File: src/icache_pkg.sv
// ###################################################################
// Instruction cache widths, geometry and sideband field types
// Fetch request, decoder response and refill line structs
// ###################################################################

`default_nettype none

package icache_pkg;

    // ###############################################################
    // Widths and geometry
    // ###############################################################

    // One PC is one instruction word
    localparam int unsigned PC_W   = 32;
    localparam int unsigned INST_W = 32;

    // Two instructions per line
    localparam int unsigned LINE_WORDS_LOG2 = 1;
    localparam int unsigned LINE_WORDS      = 1 << LINE_WORDS_LOG2;

    // Direct mapped, 32 lines
    localparam int unsigned NUM_LINES   = 32;
    localparam int unsigned INDEX_W     = $clog2(NUM_LINES);
    localparam int unsigned TAG_W       = PC_W - INDEX_W - LINE_WORDS_LOG2;
    localparam int unsigned LINE_ADDR_W = PC_W - LINE_WORDS_LOG2;

    // Warp sideband
    localparam int unsigned NUM_WARPS  = 8;
    localparam int unsigned WARP_ID_W  = $clog2(NUM_WARPS);
    localparam int unsigned WARP_WIDTH = 32;
    localparam int unsigned SUBWARP_W  = $clog2(WARP_WIDTH);

    // ###############################################################
    // Field types
    // ###############################################################

    typedef logic [PC_W-1:0]            pc_t;
    typedef logic [INST_W-1:0]          inst_t;
    typedef logic [TAG_W-1:0]           tag_t;
    typedef logic [INDEX_W-1:0]         index_t;
    typedef logic [LINE_WORDS_LOG2-1:0] offset_t;
    typedef logic [LINE_ADDR_W-1:0]     line_addr_t;
    typedef logic [WARP_WIDTH-1:0]      act_mask_t;
    typedef logic [WARP_ID_W-1:0]       warp_id_t;
    typedef logic [SUBWARP_W-1:0]       subwarp_id_t;

    // PC seen by the lookup and hit test
    typedef struct packed {
        tag_t    tag;
        index_t  index;
        offset_t offset;
    } pc_split_t;

    // PC seen by the memory port and word select
    typedef struct packed {
        line_addr_t line_addr;
        offset_t    offset;
    } pc_line_t;

    // Same PC word, two decodings
    typedef union packed {
        pc_split_t split;
        pc_line_t  line;
    } pc_fields_u;

    // Fetcher request, 72 bits
    typedef struct packed {
        pc_t         pc;
        act_mask_t   act_mask;
        warp_id_t    warp_id;
        subwarp_id_t subwarp_id;
    } fetch_req_t;

    // Whole cache line, word 0 in the low bits
    typedef inst_t [LINE_WORDS-1:0] line_t;

    // Decoder payload
    typedef struct packed {
        pc_t         pc;
        act_mask_t   act_mask;
        warp_id_t    warp_id;
        subwarp_id_t subwarp_id;
        inst_t       inst;
    } dec_resp_t;

endpackage

`default_nettype wire

File: src/icache_line_store.sv
// ###################################################################
// Tag array, line array and valid bits of the direct-mapped cache
// Registered lookup read, refill write and whole-cache flush clear
// ###################################################################

`timescale 1ns/10ps
`default_nettype none

module icache_line_store (
    input  logic                  clk_i,
    input  logic                  rst_n_i,

    // Lookup port, result one cycle later
    input  logic                  lookup_i,
    input  icache_pkg::index_t    lookup_index_i,

    // Refill write port
    input  logic                  write_i,
    input  icache_pkg::index_t    write_index_i,
    input  icache_pkg::tag_t      write_tag_i,
    input  icache_pkg::line_t     write_line_i,

    // Invalidate every line
    input  logic                  flush_clear_i,

    // Registered lookup result
    output icache_pkg::tag_t      tag_o,
    output logic                  valid_o,
    output icache_pkg::line_t     line_o
);

    // ###############################################################
    // Storage
    // ###############################################################

    // Tag and data arrays
    icache_pkg::tag_t  tag_mem  [icache_pkg::NUM_LINES];
    icache_pkg::line_t line_mem [icache_pkg::NUM_LINES];

    // One valid bit per line
    logic [icache_pkg::NUM_LINES-1:0] valid_q;

    // ###############################################################
    // Array write and read
    // ###############################################################

    // Refill writes tag and line together
    always_ff @(posedge clk_i) begin : array_write
        if (write_i) begin
            tag_mem[write_index_i]  <= write_tag_i;
            line_mem[write_index_i] <= write_line_i;
        end
    end

    // Registered read
    // Output holds between lookups so a stalled hit stays stable
    always_ff @(posedge clk_i) begin : array_read
        if (lookup_i) begin
            tag_o  <= tag_mem[lookup_index_i];
            line_o <= line_mem[lookup_index_i];
        end
    end

    // ###############################################################
    // Valid bits
    // ###############################################################

    // Flush wins over a refill
    // The controller never raises both in one cycle
    always_ff @(posedge clk_i) begin : valid_bits
        if (!rst_n_i) begin
            valid_q <= '0;
        end else if (flush_clear_i) begin
            valid_q <= '0;
        end else if (write_i) begin
            valid_q[write_index_i] <= 1'b1;
        end
    end

    // Valid bit read alongside the tag
    always_ff @(posedge clk_i) begin : valid_read
        if (!rst_n_i) begin
            valid_o <= 1'b0;
        end else if (lookup_i) begin
            valid_o <= valid_q[lookup_index_i];
        end
    end

endmodule

`default_nettype wire

File: src/icache_controller.sv
// ###################################################################
// Cache control FSM with request register and hit test
// Miss request to memory and pending flush handling
// ###################################################################

`timescale 1ns/10ps
`default_nettype none

module icache_controller (
    input  logic                    clk_i,
    input  logic                    rst_n_i,
    input  logic                    flush_i,

    // Fetch port
    input  logic                    fe_valid_i,
    input  icache_pkg::fetch_req_t  fe_req_i,
    output logic                    ic_ready_o,

    // Memory request and response strobe
    output logic                    mem_req_o,
    output icache_pkg::line_addr_t  mem_addr_o,
    input  logic                    mem_ready_i,
    input  logic                    mem_valid_i,

    // Line store lookup
    output logic                    lookup_o,
    output icache_pkg::index_t      lookup_index_o,
    input  icache_pkg::tag_t        lookup_tag_i,
    input  logic                    lookup_valid_i,

    // Line store refill and flush
    output logic                    write_o,
    output icache_pkg::index_t      write_index_o,
    output icache_pkg::tag_t        write_tag_o,
    output logic                    flush_clear_o,

    // Instruction select
    output icache_pkg::fetch_req_t  active_req_o,
    output logic                    hit_deliver_o,
    output logic                    refill_deliver_o,
    input  logic                    resp_taken_i
);

    // ###############################################################
    // Declarations
    // ###############################################################

    typedef enum logic [1:0] {
        S_IDLE     = 2'd0, // nothing in flight
        S_HANDLE   = 2'd1, // lookup result present
        S_WAIT_MEM = 2'd2, // miss request sent
        S_WAIT_DEC = 2'd3  // refill line waiting for decoder
    } state_e;

    state_e state_q;
    state_e state_d;

    // Request in flight and pending flush
    icache_pkg::fetch_req_t active_req_q;
    logic                   flush_q;

    // PC decodes of incoming and active request
    icache_pkg::pc_fields_u fe_pc;
    icache_pkg::pc_fields_u act_pc;

    logic hit;
    logic boundary;
    logic flush_take;
    logic accept;

    // ###############################################################
    // Hit test and handshakes
    // ###############################################################

    assign fe_pc  = fe_req_i.pc;
    assign act_pc = active_req_q.pc;

    // Store output is valid only in S_HANDLE
    assign hit = lookup_valid_i && (lookup_tag_i == act_pc.split.tag);

    // Request boundary
    // Idle, or the current response leaves this cycle
    assign boundary = (state_q == S_IDLE) || resp_taken_i;

    // Pending flush blocks the fetcher for one cycle
    assign flush_take = boundary && flush_q;
    assign ic_ready_o = boundary && !flush_q;
    assign accept     = ic_ready_o && fe_valid_i;

    // Lookup with the incoming request
    assign lookup_o       = accept;
    assign lookup_index_o = fe_pc.split.index;

    // Refill into the active request's line
    assign write_o       = (state_q == S_WAIT_MEM) && mem_valid_i;
    assign write_index_o = act_pc.split.index;
    assign write_tag_o   = act_pc.split.tag;
    assign flush_clear_o = flush_take;

    // Miss request held until memory takes it
    assign mem_req_o  = (state_q == S_HANDLE) && !hit;
    assign mem_addr_o = act_pc.line.line_addr;

    // Response source
    assign hit_deliver_o    = (state_q == S_HANDLE) && hit;
    assign refill_deliver_o = (state_q == S_WAIT_DEC);
    assign active_req_o     = active_req_q;

    // ###############################################################
    // FSM
    // ###############################################################

    always_comb begin : next_state
        state_d = state_q;
        if (accept) begin
            // Back to back request
            state_d = S_HANDLE;
        end else if (boundary) begin
            // Response gone, or flush taken
            state_d = S_IDLE;
        end else begin
            case (state_q)
                S_HANDLE: begin
                    if (mem_req_o && mem_ready_i) begin
                        state_d = S_WAIT_MEM;
                    end
                end
                S_WAIT_MEM: begin
                    if (mem_valid_i) begin
                        state_d = S_WAIT_DEC;
                    end
                end
                default: begin
                    state_d = state_q;
                end
            endcase
        end
    end

    // State and flush flag
    // A flush arriving in the take cycle stays pending
    always_ff @(posedge clk_i) begin : control_regs
        if (!rst_n_i) begin
            state_q <= S_IDLE;
            flush_q <= 1'b0;
        end else begin
            state_q <= state_d;
            flush_q <= (flush_q && !flush_take) || flush_i;
        end
    end

    // Request payload
    always_ff @(posedge clk_i) begin : request_reg
        if (accept) begin
            active_req_q <= fe_req_i;
        end
    end

    // ###############################################################
    // Assertions
    // ###############################################################

    // Memory answers only an accepted request
    mem_resp_in_wait: assert property (
        @(posedge clk_i) disable iff (!rst_n_i)
        mem_valid_i |-> (state_q == S_WAIT_MEM)
    ) else $error("mem_valid_i outside of the memory wait state");

endmodule

`default_nettype wire

File: src/icache_inst_select.sv
// ###################################################################
// Refill line buffer and instruction word select
// Decoder port drive and handshake result
// ###################################################################

`timescale 1ns/10ps
`default_nettype none

module icache_inst_select (
    input  logic                    clk_i,
    input  logic                    rst_n_i,

    // Memory response strobe
    input  logic                    mem_valid_i,
    input  icache_pkg::line_t       mem_data_i,

    // From line store and controller
    input  icache_pkg::line_t       lookup_line_i,
    input  icache_pkg::fetch_req_t  active_req_i,
    input  logic                    hit_deliver_i,
    input  logic                    refill_deliver_i,

    // Decoder port
    input  logic                    dec_ready_i,
    output logic                    ic_valid_o,
    output icache_pkg::dec_resp_t   ic_resp_o,
    output logic                    resp_taken_o
);

    icache_pkg::line_t      refill_q;
    icache_pkg::line_t      src_line;
    icache_pkg::pc_fields_u req_pc;

    // Refill line kept until the decoder takes it
    always_ff @(posedge clk_i) begin : refill_buffer
        if (mem_valid_i) begin
            refill_q <= mem_data_i;
        end
    end

    assign req_pc   = active_req_i.pc;
    assign src_line = refill_deliver_i ? refill_q : lookup_line_i;

    // Sideband passes straight through
    always_comb begin : resp_build
        ic_resp_o.pc         = active_req_i.pc;
        ic_resp_o.act_mask   = active_req_i.act_mask;
        ic_resp_o.warp_id    = active_req_i.warp_id;
        ic_resp_o.subwarp_id = active_req_i.subwarp_id;
        // Word picked by line offset
        ic_resp_o.inst       = src_line[req_pc.line.offset];
    end

    assign ic_valid_o   = hit_deliver_i || refill_deliver_i;
    assign resp_taken_o = ic_valid_o && dec_ready_i;

    // Stalled response must not move
    resp_held: assert property (
        @(posedge clk_i) disable iff (!rst_n_i)
        (ic_valid_o && !dec_ready_i) |=> (ic_valid_o && $stable(ic_resp_o))
    ) else $error("ic_resp_o changed under decoder back-pressure");

endmodule

`default_nettype wire

File: src/icache_top.sv
// ###################################################################
// Instruction cache top level
// ###################################################################

`timescale 1ns/10ps
`default_nettype none

module icache_top (
    input  logic                    clk_i,
    input  logic                    rst_n_i,
    input  logic                    flush_i,

    // Fetch port
    input  logic                    fe_valid_i,
    input  icache_pkg::fetch_req_t  fe_req_i,
    output logic                    ic_ready_o,

    // Memory port
    output logic                    mem_req_o,
    output icache_pkg::line_addr_t  mem_addr_o,
    input  logic                    mem_ready_i,
    input  logic                    mem_valid_i,
    input  icache_pkg::line_t       mem_data_i,

    // Decoder port
    output logic                    ic_valid_o,
    output icache_pkg::dec_resp_t   ic_resp_o,
    input  logic                    dec_ready_i
);

    // Controller to line store
    logic                   lookup;
    icache_pkg::index_t     lookup_index;
    icache_pkg::tag_t       lookup_tag;
    logic                   lookup_valid;
    icache_pkg::line_t      lookup_line;
    logic                   write;
    icache_pkg::index_t     write_index;
    icache_pkg::tag_t       write_tag;
    logic                   flush_clear;

    // Controller to instruction select
    icache_pkg::fetch_req_t active_req;
    logic                   hit_deliver;
    logic                   refill_deliver;
    logic                   resp_taken;

    icache_controller ctrl0 (
        .clk_i            (clk_i),
        .rst_n_i          (rst_n_i),
        .flush_i          (flush_i),
        .fe_valid_i       (fe_valid_i),
        .fe_req_i         (fe_req_i),
        .ic_ready_o       (ic_ready_o),
        .mem_req_o        (mem_req_o),
        .mem_addr_o       (mem_addr_o),
        .mem_ready_i      (mem_ready_i),
        .mem_valid_i      (mem_valid_i),
        .lookup_o         (lookup),
        .lookup_index_o   (lookup_index),
        .lookup_tag_i     (lookup_tag),
        .lookup_valid_i   (lookup_valid),
        .write_o          (write),
        .write_index_o    (write_index),
        .write_tag_o      (write_tag),
        .flush_clear_o    (flush_clear),
        .active_req_o     (active_req),
        .hit_deliver_o    (hit_deliver),
        .refill_deliver_o (refill_deliver),
        .resp_taken_i     (resp_taken)
    );

    // Refill line comes straight from memory
    icache_line_store store0 (
        .clk_i          (clk_i),
        .rst_n_i        (rst_n_i),
        .lookup_i       (lookup),
        .lookup_index_i (lookup_index),
        .write_i        (write),
        .write_index_i  (write_index),
        .write_tag_i    (write_tag),
        .write_line_i   (mem_data_i),
        .flush_clear_i  (flush_clear),
        .tag_o          (lookup_tag),
        .valid_o        (lookup_valid),
        .line_o         (lookup_line)
    );

    icache_inst_select sel0 (
        .clk_i            (clk_i),
        .rst_n_i          (rst_n_i),
        .mem_valid_i      (mem_valid_i),
        .mem_data_i       (mem_data_i),
        .lookup_line_i    (lookup_line),
        .active_req_i     (active_req),
        .hit_deliver_i    (hit_deliver),
        .refill_deliver_i (refill_deliver),
        .dec_ready_i      (dec_ready_i),
        .ic_valid_o       (ic_valid_o),
        .ic_resp_o        (ic_resp_o),
        .resp_taken_o     (resp_taken)
    );

endmodule

`default_nettype wire

File: config.mk
export PLATFORM = sky130hd
export DESIGN_NAME = icache_top
export DESIGN_NICKNAME = d
export VERILOG_FILES = /design/src/icache_pkg.sv /design/src/icache_line_store.sv /design/src/icache_controller.sv /design/src/icache_inst_select.sv /design/src/icache_top.sv
export SDC_FILE = /design/constraint.sdc
export NUM_CORES = 2
export LEC_CHECK = 0
export BUFFER_PORTS_ARGS = -buffer_cell sky130_fd_sc_hd__clkbuf_2
export CORE_MARGIN = 4
export CORE_UTILIZATION = 45
export DETAILED_ROUTE_END_ITERATION = 8
export PLACE_DENSITY = 0.68
export SYNTH_ARGS = -nofsm -noshare
export SYNTH_HDL_FRONTEND = slang
export SYNTH_SLANG_ARGS = --single-unit
File: constraint.sdc
create_clock -name clk_i -period 5 [get_ports clk_i]
set_input_delay 0.5 -clock clk_i [delete_from_list [all_inputs] [get_ports clk_i]]
set_output_delay 0.5 -clock clk_i [all_outputs]
set_load 0.05 [all_outputs]
==> results.cfg <==
[run_status]
run_status = finished, final reports clean

[sta]
fmax_mhz = 217
worstMarginPinSlew_ns = 1.44
setup_viol = 0
rsz0062_at_grt = false
hold_viol = 0
fin_worst_skew_ns = 0.0719
period_minus_slack_ns = 4.61
period_share = 0.922
setup_tns_ns = 0
relSlewSlack = 0.0423
slew_violations = 0

[cts]
worstSkewPairLatency_ns = 0.95
postCtsSetupBuffers = 0
cts_buffer_depth = 4
cts_tree = done
cts_buffers = 310
clkTransAtPathRegs_ns = 0.07
htree_num_levels = 5
cts_sinks = 3142
cts_root_buf = clkbuf_16

[route]
top_layer = met5
drt_wl_total_mm = 295
antenna_left = 0
wl_met2_mm = 145
drcViolationCount = 0
vias = 54620
wl_per_cell_um = 33.0
drtIter0Drc = 7555
met1_length_mm = 117
first_pass_iters = 5
wl_met3_mm = 26.2
viasPerCell = 6.10

[placed_design]
placed_cells = 8335
io_buffers = 280
gp_congestion = 0.758
place.detailed.hpwl_mm = 147

[job]
maxCapViolCount = 0

[power_and_ir_drop]
power-per-cell-area_mw_per_mm2 = 402
power_frac_seq = 0.538
max-vdd-ir-drop_uv = 369
p_int_uw = 43200
switchingPower_uw = 11500
swShare = 0.211
total_power_uw = 54700
p_comb_frac = 0.057
p_clk_frac = 0.405
p_leak_uw = 0.0423

[floorplan]
rows = 188
chipWidth_um = 521
dieArea_mm2 = 0.271
pin_count = 281
core_area_mm2 = 0.262
initial_core_util = 0.452
die_h_um = 521

[layout]
final_nets = 5350
ff_latch_area_mm2 = 0.0940
fill_cells = 19675
layout_common_cells = edfxtp_1 (3106), mux4_2 (937), clkbuf_16 (320), clkbuf_2 (274), buf_4 (120)
fin_cells = 8950
multiInputGateArea_mm2 = 0.0235
mostFrequentLayoutCell = edfxtp_1
drive_above_1_share = 0.358
synthToLayoutAreaGrowth_pct = 14.8

[yosys]
yosysTopAreaCell = edfxtp_1
synth_flop_cell = edfxtp_1
syn-cell-area_mm2 = 0.118
synthesis.nets = 4749
synth-seq-cells = 3142
syn-instance-count = 4601
synthArstFlopShare = 0
synthTopCellsByArea = edfxtp_1 (79%), mux4_2 (18%), mux2_2 (0.87%)
yosysTopAreaCellShare = 0.788
syn_area_per_cell_um2 = 25.7
ys_types = 43
synth_edf_count = 3106
ys_seq_area_frac = 0.794
ys_warn_count = 0

[setup_path]
setup.worst_path.end_class = output port
startpoint_type = register
critPathKind = register to output port
crit_arrival_ns = 4.11
required_ns = 4.50
critPathMaxFanout = 35
rr_worst_depth = 9

[min_path]
hold_path_class = primary input to register
hold_depth = 5

[global_routing]
grt_pass1_vias = 54738
grt_max_degree = 92
grt_antenna_before_repair = 29
globalRoute.totalOverflow = 0
grt_pass1_wl_mm = 419
grtUsageTotal = 0.217
==> metrics by stage <==
step                       util  setup slack [ns]  hold slack [ns]  area, um^2
final                     0.519             0.388            0.149      136000
after global routing      0.519             0.252            0.134      136000
after detailed placement  0.480              1.17            0.448      126000
after floorplan               -            -0.608            0.434      118000
after global placement    0.480              1.24            0.441      126000
after CTS                 0.519             0.287           0.0548      136000
==> worst max-delay path: stages, from the launching register on <==
cell      delay, ns
edfxtp_1       0.35
buf_4          0.24
xnor2_1        0.79
nand4_1        0.30
nor4_1         0.46
buf_4          0.21
nand4_1        0.16
nand2b_1       0.28
clkbuf_2       0.34
==> power groups by stage <==
stage,Clock (uW),Sequential [uW],Combinational [uW]
after global routing,23600,29400,3320
after global placement,0,30000,3080
after CTS,22500,29400,3190
final,22100,29400,3140
after detailed placement,0,30000,3130
after floorplan,0,30200,1700
==> routing by layer <==
metal  vias up  track usage
met5         -            0
met4        10       0.0526
met3       437       0.0353
met2      3011        0.347
met1     29887        0.316
li1      21275            -
==> cell usage after synthesis, types with 2 or more instances <==
master,number
a21o_1,3
a21oi_1,3
a31oi_1,3
buf_1,46
buf_2,70
buf_4,32
clkbuf_1,108
dfxtp_1,36
edfxtp_1,3106
ha_1,5
inv_1,7
mux2_1,3
mux2_2,92
mux4_2,937
nand2_1,9
nand2b_1,6
nand3_1,2
nand3b_1,4
nand4_1,7
nand4b_1,2
nor2_1,38
nor2b_1,3
nor3_1,2
nor4_1,2
o21a_1,32
o21ai_1,2
o221ai_1,2
or3_1,2
xnor2_1,23
==> sequential cells by signal, summed over array words and instances (netlist names) <==
| name | count |
|---|---|
| store0.line_mem | 2048 |
| store0.tag_mem | 832 |
| sel0.refill_q | 64 |
| store0.line_o | 64 |
| ctrl0.active_req_o | 40 |
| ctrl0.act_pc | 32 |
| store0.valid_q | 32 |
| store0.tag_o | 26 |
| ctrl0.state_q | 2 |
| ctrl0.flush_q | 1 |
| store0.valid_o | 1 |
==> cells by family after synthesis <==
group                      count (synthesis)  synth area share
DFF                                     3142             0.794
and+or+nand+nor                           81           0.00340
AOI/OAI and AO/OA                         54           0.00338
xor gates and xnor gates                  23           0.00170
buffers and inverters                    263            0.0101
muxes                                   1033             0.187
adders and majority gates                  5          0.000528
==> timing repair <==
action,CTS,global route
endpoints found under the hold margin,71,0
gates resized for setup,0,0
endpoints found under the setup margin,0,0
hold buffers,70,0
==> layout make-up <==
| type | count | share of cell area |
|---|---|---|
| clock buffers | 394 | 0.0611 |
| inverters | 7 | 0.000221 |
| clock inverters | 144 | 0.00874 |
| flip-flops and latches | 3142 | 0.691 |
| multi-input cells | 1196 | 0.173 |
| well taps | 3515 | 0.0323 |
| diodes | 7 | 0.000129 |
| repair buffers | 545 | 0.0336 |
==> path summary, 6_finish.rpt <==
path	slack [ns]	endpoint	from
setup / recovery	0.39	ic_valid_o	ctrl0.act_pc[7]$_DFFE_PP_
hold / removal	0.15	ctrl0.state_q[1]$_SDFFE_PP0P_	dec_ready_i
setup reg to reg	1.17	ctrl0.active_req_o[30]$_DFFE_PP_	ctrl0.act_pc[7]$_DFFE_PP_
hold reg to reg	0.46	store0.valid_q[10]$_SDFFE_PP0P_	store0.valid_q[10]$_SDFFE_PP0P_
No activity file was read; power rests on OpenSTA's default activity.
